--- config.mk ---
export PLATFORM = sky130hd
export DESIGN_NAME = sample_buffer_player
export DESIGN_NICKNAME = d
export VERILOG_FILES = /design/src/hw/sample_buffer_pkg.sv /design/src/hw/sample_buffer_csr.sv /design/src/hw/sample_ram.sv /design/src/hw/playback_sequencer.sv /design/src/hw/credit_stream_out.sv /design/src/hw/sample_buffer_player.sv
export VERILOG_INCLUDE_DIRS = /design/src /design/src/hw
export SDC_FILE = /design/constraint.sdc
export NUM_CORES = 1
export LEC_CHECK = 0
export ABC_AREA = 0
export BUFFER_PORTS_ARGS = -buffer_cell sky130_fd_sc_hd__buf_4
export CORE_MARGIN = 2
export CORE_UTILIZATION = 45
export CTS_CLUSTER_DIAMETER = 30
export DETAILED_ROUTE_END_ITERATION = 10
export PLACE_DENSITY_LB_ADDON = 0.25
export SYNTH_ARGS = -nofsm -noshare
export SYNTH_HDL_FRONTEND = slang
export SYNTH_SLANG_ARGS = --single-unit
export TNS_END_PERCENT = 30
--- constraint.sdc ---
create_clock -name stream_out -period 3.1 [get_ports stream_out]
set_clock_uncertainty 0.2 [all_clocks]
set_input_delay 0.155 -clock stream_out [delete_from_list [all_inputs] [get_ports stream_out]]
set_output_delay 0.155 -clock stream_out [all_outputs]
set_load 0.05 [all_outputs]
--- src/hw/sample_buffer_defs.svh ---
`ifndef SAMPLE_BUFFER_DEFS_SVH
`define SAMPLE_BUFFER_DEFS_SVH

// Sample and address widths
`define SB_DATA_WIDTH      16
`define SB_ADDR_WIDTH      6

// Register port
`define SB_REG_WIDTH       32
`define SB_REG_ADDR_WIDTH  2
`define SB_REG_CTRLSTAT    0
`define SB_REG_START       1
`define SB_REG_END         2
`define SB_REG_STATUS      3

`define SB_SINK_CREDITS    4
`endif

--- src/hw/sample_buffer_pkg.sv ---
`include "sample_buffer_defs.svh"

package sample_buffer_pkg;

    typedef logic [`SB_DATA_WIDTH-1:0]     sample_t;
    typedef logic [`SB_ADDR_WIDTH-1:0]     sample_addr_t;
    typedef logic [`SB_REG_WIDTH-1:0]      reg_data_t;
    typedef logic [`SB_REG_ADDR_WIDTH-1:0] reg_addr_t;

    // Holds 0 to SB_SINK_CREDITS
    typedef logic [2:0]                    credit_t;

    typedef enum logic [1:0] {
        SEQ_IDLE,
        SEQ_LOOP,
        SEQ_ONE_SHOT
    } seq_state_t;

endpackage

--- src/hw/sample_buffer_csr.sv ---
`timescale 1ns/1ps
`include "sample_buffer_defs.svh"

module sample_buffer_csr
    import sample_buffer_pkg::*;
(
    input  logic         stream_out,
    input  logic         reset,
    input  logic         reg_wr,
    input  reg_addr_t    reg_addr,
    input  reg_data_t    reg_wdata,
    output reg_data_t    reg_rdata,
    input  logic         trigger,
    input  logic         seq_stopped,
    input  sample_addr_t rd_addr,
    input  logic         running,
    output logic         ctrl_update,
    output logic         active,
    output logic         one_shot,
    output sample_addr_t start_offset,
    output sample_addr_t end_offset
);

    localparam int CTRL_ACTIVE_BIT   = 0;
    localparam int CTRL_ONE_SHOT_BIT = 1;
    localparam int STATUS_RUN_BIT    = 8;

    logic ctrl_wr;
    logic start_wr;
    logic end_wr;
    logic active_held;
    logic active_next;
    logic one_shot_next;
    logic update_next;

    assign ctrl_wr  = reg_wr && (reg_addr == reg_addr_t'(`SB_REG_CTRLSTAT));
    assign start_wr = reg_wr && (reg_addr == reg_addr_t'(`SB_REG_START));
    assign end_wr   = reg_wr && (reg_addr == reg_addr_t'(`SB_REG_END));

    // End of a one-shot run drops active without an update
    assign active_held = seq_stopped ? 1'b0 : active;

    always_comb begin
        active_next   = active_held;
        one_shot_next = one_shot;
        if (trigger) begin
            active_next = 1'b1;
        end
        // Register write wins over a trigger in the same cycle
        if (ctrl_wr) begin
            active_next   = reg_wdata[CTRL_ACTIVE_BIT];
            one_shot_next = reg_wdata[CTRL_ONE_SHOT_BIT];
        end
    end

    assign update_next = (active_next != active_held) || (one_shot_next != one_shot) || start_wr;

    always_ff @(posedge stream_out) begin
        if (reset) begin
            active       <= 1'b0;
            one_shot     <= 1'b0;
            start_offset <= '0;
            end_offset   <= '1;
            ctrl_update  <= 1'b0;
        end else begin
            active      <= active_next;
            one_shot    <= one_shot_next;
            ctrl_update <= update_next;
            if (start_wr) begin
                start_offset <= reg_wdata[`SB_ADDR_WIDTH-1:0];
            end
            if (end_wr) begin
                end_offset <= reg_wdata[`SB_ADDR_WIDTH-1:0];
            end
        end
    end

    //////////////////////////////////////////////////
    // Readback mux
    always_comb begin
        reg_rdata = '0;
        case (reg_addr)
            reg_addr_t'(`SB_REG_CTRLSTAT): begin
                reg_rdata[CTRL_ACTIVE_BIT]   = active;
                reg_rdata[CTRL_ONE_SHOT_BIT] = one_shot;
            end
            reg_addr_t'(`SB_REG_START): reg_rdata[`SB_ADDR_WIDTH-1:0] = start_offset;
            reg_addr_t'(`SB_REG_END):   reg_rdata[`SB_ADDR_WIDTH-1:0] = end_offset;
            default: begin
                reg_rdata[`SB_ADDR_WIDTH-1:0] = rd_addr;
                reg_rdata[STATUS_RUN_BIT]     = running;
            end
        endcase
    end

endmodule

--- src/hw/sample_ram.sv ---
`timescale 1ns/1ps
`include "sample_buffer_defs.svh"

module sample_ram
    import sample_buffer_pkg::*;
(
    input  logic         stream_out,
    input  logic         mem_wr,
    input  sample_addr_t mem_waddr,
    input  sample_t      mem_wdata,
    input  logic         rd_en,
    input  sample_addr_t rd_addr,
    output sample_t      rd_data
);

    localparam int DEPTH = 1 << `SB_ADDR_WIDTH;

    sample_t mem [0:DEPTH-1];

    //////////////////////////////////////////////////
    // Host load port
    always_ff @(posedge stream_out) begin
        if (mem_wr) begin
            mem[mem_waddr] <= mem_wdata;
        end
    end

    //////////////////////////////////////////////////
    // Playback read port

    // Output register gives one cycle of latency
    always_ff @(posedge stream_out) begin
        if (rd_en) begin
            rd_data <= mem[rd_addr];
        end
    end

endmodule

--- src/hw/playback_sequencer.sv ---
`timescale 1ns/1ps
`include "sample_buffer_defs.svh"

module playback_sequencer
    import sample_buffer_pkg::*;
(
    input  logic         stream_out,
    input  logic         reset,
    input  logic         ctrl_update,
    input  logic         active,
    input  logic         one_shot,
    input  sample_addr_t start_offset,
    input  sample_addr_t end_offset,
    input  logic         can_issue,
    output logic         rd_en,
    output sample_addr_t rd_addr,
    output logic         running,
    output logic         seq_stopped
);

    seq_state_t   state;
    sample_addr_t addr;
    logic         at_end;

    assign running = (state != SEQ_IDLE);
    assign rd_addr = addr;
    assign at_end  = (addr >= end_offset);

    // No issue while the new settings are being loaded
    assign rd_en = running && can_issue && !ctrl_update;

    // Last read of a one-shot run
    assign seq_stopped = rd_en && (state == SEQ_ONE_SHOT) && at_end;

    //////////////////////////////////////////////////
    // State and address
    always_ff @(posedge stream_out) begin
        if (reset) begin
            state <= SEQ_IDLE;
            addr  <= '0;
        end else if (ctrl_update) begin
            addr <= start_offset;
            if (!active) begin
                state <= SEQ_IDLE;
            end else if (one_shot) begin
                state <= SEQ_ONE_SHOT;
            end else begin
                state <= SEQ_LOOP;
            end
        end else if (rd_en) begin
            if (!at_end) begin
                addr <= addr + 1'b1;
            end else if (state == SEQ_LOOP) begin
                addr <= start_offset;
            end else begin
                // Address stays at end for the status read
                state <= SEQ_IDLE;
            end
        end
    end

endmodule

--- src/hw/credit_stream_out.sv ---
`timescale 1ns/1ps
`include "sample_buffer_defs.svh"

module credit_stream_out
    import sample_buffer_pkg::*;
(
    input  logic    stream_out,
    input  logic    reset,
    input  logic    rd_en,
    input  sample_t rd_data,
    input  logic    credit_return,
    output logic    can_issue,
    output logic    sample_valid,
    output sample_t sample_data
);

    credit_t credits;

    //////////////////////////////////////////////////
    // Sink credits

    // One credit per issued read, one back per consumed sample
    always_ff @(posedge stream_out) begin
        if (reset) begin
            credits <= credit_t'(`SB_SINK_CREDITS);
        end else begin
            case ({rd_en, credit_return})
                2'b10:   credits <= credits - 1'b1;
                2'b01:   credits <= credits + 1'b1;
                default: credits <= credits;
            endcase
        end
    end

    assign can_issue = (credits != '0);

    //////////////////////////////////////////////////
    // Output alignment

    // RAM read latency is one cycle
    always_ff @(posedge stream_out) begin
        if (reset) begin
            sample_valid <= 1'b0;
        end else begin
            sample_valid <= rd_en;
        end
    end

    // Quiet data bus between samples
    assign sample_data = sample_valid ? rd_data : '0;

endmodule

--- src/hw/sample_buffer_player.sv ---
`timescale 1ns/1ps
`include "sample_buffer_defs.svh"

module sample_buffer_player
    import sample_buffer_pkg::*;
(
    input  logic         stream_out,
    input  logic         reset,

    // Register port
    input  logic         reg_wr,
    input  reg_addr_t    reg_addr,
    input  reg_data_t    reg_wdata,
    output reg_data_t    reg_rdata,

    // Sample load port
    input  logic         mem_wr,
    input  sample_addr_t mem_waddr,
    input  sample_t      mem_wdata,

    input  logic         trigger,

    // Sink
    output logic         sample_valid,
    output sample_t      sample_data,
    input  logic         credit_return
);

    logic         ctrl_update;
    logic         active;
    logic         one_shot;
    sample_addr_t start_offset;
    sample_addr_t end_offset;
    logic         seq_stopped;
    logic         running;
    logic         can_issue;
    logic         rd_en;
    sample_addr_t rd_addr;
    sample_t      rd_data;

    sample_buffer_csr csr (
        .stream_out   (stream_out),
        .reset        (reset),
        .reg_wr       (reg_wr),
        .reg_addr     (reg_addr),
        .reg_wdata    (reg_wdata),
        .reg_rdata    (reg_rdata),
        .trigger      (trigger),
        .seq_stopped  (seq_stopped),
        .rd_addr      (rd_addr),
        .running      (running),
        .ctrl_update  (ctrl_update),
        .active       (active),
        .one_shot     (one_shot),
        .start_offset (start_offset),
        .end_offset   (end_offset)
    );

    sample_ram ram (
        .stream_out (stream_out),
        .mem_wr     (mem_wr),
        .mem_waddr  (mem_waddr),
        .mem_wdata  (mem_wdata),
        .rd_en      (rd_en),
        .rd_addr    (rd_addr),
        .rd_data    (rd_data)
    );

    playback_sequencer seq (
        .stream_out   (stream_out),
        .reset        (reset),
        .ctrl_update  (ctrl_update),
        .active       (active),
        .one_shot     (one_shot),
        .start_offset (start_offset),
        .end_offset   (end_offset),
        .can_issue    (can_issue),
        .rd_en        (rd_en),
        .rd_addr      (rd_addr),
        .running      (running),
        .seq_stopped  (seq_stopped)
    );

    credit_stream_out out (
        .stream_out    (stream_out),
        .reset         (reset),
        .rd_en         (rd_en),
        .rd_data       (rd_data),
        .credit_return (credit_return),
        .can_issue     (can_issue),
        .sample_valid  (sample_valid),
        .sample_data   (sample_data)
    );

endmodule

==> metrics.cfg <==
[run_status]
status=completed

[sta]
slew_violations=0
final.min_clock_period_ns=3.01
setup_viol_count_final=0
rsz0062_at_grt=true
tightest_slew_ns=0.886
hold_viol=0
min_period_over_period_pct=97.1
holdWs_ns=0.0509
max_freq_ghz=0.332
setup_slack_ns=0.0909
slew_headroom_pct=40.9
tns_ns=0

[clocking]
worstSkewPairLatency_ns=0.77
post_cts_buffers=0
cts_inserted_buffers=195
cts_max_level=4
cts_tree=yes
clock_path_buffers=3
cts_root_buffer=clkbuf_16
cts.clk_slew.worst_paths_ns=0.05
cts.sinks=1067

[logic_synthesis]
synth_top_cells_by_area=edfxtp_1 (74%), mux4_2 (10%), mux2i_1 (4.1%), dfxtp_1 (1.3%), nor2_1 (0.89%)
synth_edf_count=1040
yosysMostFrequentCell=edfxtp_1
async_flop_share_pct=0
yosys.area.top_type=edfxtp_1
ys.flop_type=edfxtp_1
yosysTopAreaCellShare_pct=74.5
syn_inst=2071
yosys_warnings=0
yosysSeqAreaShare_pct=75.8
syn_area_sq_um=41900
synth.avg_cell_area_sq_um=20.3
ys_types=59
ys_top_cells_by_count=edfxtp_1 (1040), mux4_2 (194), mux2i_1 (170)
yosys_register_bits=1067

[final_layout]
drive_gt1_share_pct=31.6
fillerInstances=6738
area_growth_pct=24.9
multi_input_area_sq_um=9340
final_nets=2567
final-seq-area_sq_um=31800
fin_area_sq_um=52400

[pwr]
comb_power_share_pct=6.1
p_total_mw=39.6
p_sw_mw=8.89
seqPwrFrac_pct=40.6
power.share.switching_pct=22.5
power_density_nw_per_um2=755
ir_drop_uv=493
p_clk_share_pct=53.3
power.leakage_nw=17.3
p_int_mw=30.7

[placed_design]
io_buffers=59
post-place-ws_ns=-0.175
dpl_cell_area_sq_um=45100
gp_congestion=0.854
dp_hpwl_microns=64200

[floorplanning]
fp.coreArea_sq_um=92100
die_h_microns=309
ios=111
die_w_microns=309
rows=111
die-area_sq_um=95700
start_util_pct=45.5

[critical_path]
crit_required_ns=3.42
worstPathCellList=buf_12 > mux4_2 > mux2i_1 > nor2_1 > a2111oi_1 > buf_4 > a221oi_1 > o21a_1
cp-start-kind=flop
slowest_stage=dfxtp_4
critical_path_class=reg -> reg
max_stage_delay_ns=0.62
endpoint_kind=flop
cp_max_fo=17
cp.arrival_ns=3.33

[flow_run]
cap_violations=0

[hold_path]
hp-class=in -> reg

[grt]
grt_start_max_net_pins=65
grt_pass1_vias=22941
grtUsageTotal_pct=23.0
grt_first_pass_wirelength_microns=156000
antenna_found_initial=2
gr-total-overflow=0

[detailed_routing]
first_pass_iters=5
vias_per_cell=5.74
vias=22438
first_iter_violations=2497
final_antenna_net_count=0
drc=0
drt_wl_total_microns=108000
routedWlPerCell_microns=27.6

==> registers in the layout, summed over array words and instances (netlist names) <==
signal            flops
csr.active            1
csr.ctrl_update       1
csr.end_offset        6
csr.one_shot          1
csr.start_offset      6
out.credits           3
out.sample_valid      1
ram.mem            1024
ram.rd_data          16
seq.rd_addr           6
seq.state             2
==> power by group through the flow <==
stage | logic [mW] | clock network [mW] | registers [mW]
6_report | 2.40 | 21.1 | 16.1
5_1_grt | 2.53 | 22.1 | 16.1
4_1_cts | 2.39 | 21.4 | 16.1
3_5_place_dp | 2.32 | 0 | 16.3
3_3_place_gp | 2.28 | 0 | 16.3
2_1_floorplan | 1.30 | 0 | 16.3
==> repair_timing <==
action / 4_1_cts / 5_1_grt
hold buffers: 52 / 0
setup endpoints to repair: 4 / 6
resized for setup: 6 / 6
endpoints found under the hold margin: 1185 / 0
==> metrics by stage <==
step,utilization (%),std cells
floorplan,-,2095
global placement,49.0,3490
detailed placement,49.0,3490
CTS,56.9,3909
global route,56.9,3909
finish,56.9,3910
==> worst paths after layout <==
kind | from | end | slack (ns) | cells after the start
min reg2reg | csr.end_offset[4] | csr.end_offset[4] | 0.31 | 2
max | seq.rd_addr[0] | ram.rd_data[0] | 0.09 | 8
min | reg_wdata[2] | csr.end_offset[2] | 0.05 | 4
max reg2reg | seq.rd_addr[0] | ram.rd_data[0] | 0.09 | 8
==> cell usage in the layout (no fill, tap or decap), types with 6 or more instances in the layout <==
| master | netlist | routed |
|---|---|---|
| a211oi_1 | 43 | 43 |
| a21oi_1 | 25 | 25 |
| a221oi_1 | 13 | 13 |
| a22o_1 | 6 | 6 |
| a22oi_1 | 19 | 17 |
| a31oi_1 | 6 | 6 |
| and2_1 | 17 | 17 |
| buf_12 | 7 | 20 |
| buf_4 | 33 | 270 |
| bufinv_16 | 0 | 23 |
| clkbuf_1 | 43 | 19 |
| clkbuf_16 | 0 | 198 |
| clkinv_1 | 0 | 26 |
| clkinv_2 | 0 | 29 |
| clkinv_4 | 0 | 14 |
| clkinvlp_4 | 0 | 23 |
| conb_1 | 1 | 25 |
| dfxtp_1 | 27 | 23 |
| dlygate4sd3_1 | 0 | 52 |
| edfxtp_1 | 1040 | 1040 |
| ha_1 | 8 | 8 |
| inv_1 | 11 | 11 |
| inv_6 | 0 | 23 |
| mux2i_1 | 170 | 169 |
| mux4_1 | 8 | 8 |
| mux4_2 | 194 | 194 |
| nand2_1 | 49 | 49 |
| nand3_1 | 26 | 26 |
| nor2_1 | 100 | 95 |
| nor2b_1 | 8 | 7 |
| nor3_1 | 17 | 15 |
| o21a_1 | 11 | 11 |
| o221ai_1 | 7 | 7 |
| o22ai_1 | 50 | 50 |
| or3_1 | 6 | 6 |
==> logic make-up after synthesis <==
group                      Yosys count  synth area share, %
DFF                               1067                 75.8
muxes                              377                 15.1
and+or+nand+nor                    248                 2.74
AOI/OAI and AO/OA                  214                 3.66
buffers and inverters              152                 2.39
adders and majority gates            9                0.286
xor gates and xnor gates             3               0.0627
other                                1              0.00894
==> final cells by class <==
class | count | area share, %
antenna | 1 | 0.00478
clock buffer | 217 | 9.59
clock inverter | 150 | 3.20
inverter | 13 | 0.0931
multi-input combinational | 876 | 17.8
sequential | 1067 | 60.7
tap | 1243 | 2.97
timing repair buffer | 343 | 5.65
==> layer usage <==
metal	global-route usage, %	vias up	wire length [microns]
met1	31.6	11793	44800
met5	0	-	0
met2	35.7	958	51100
met3	5.00	198	8070
li1	-	9489	-
met4	9.67	0	3740
==> critical path: cells and delay by family, from the launching register on <==
family                 cells  cell delay [ns]
AO/OA/AOI/OAI              3             0.59
multiplexers               2             0.81
AND/OR/NAND/NOR            1             0.09
buffers and inverters      2             0.42
flip-flops                 1             0.62
Power figures use the tool's default switching activity.
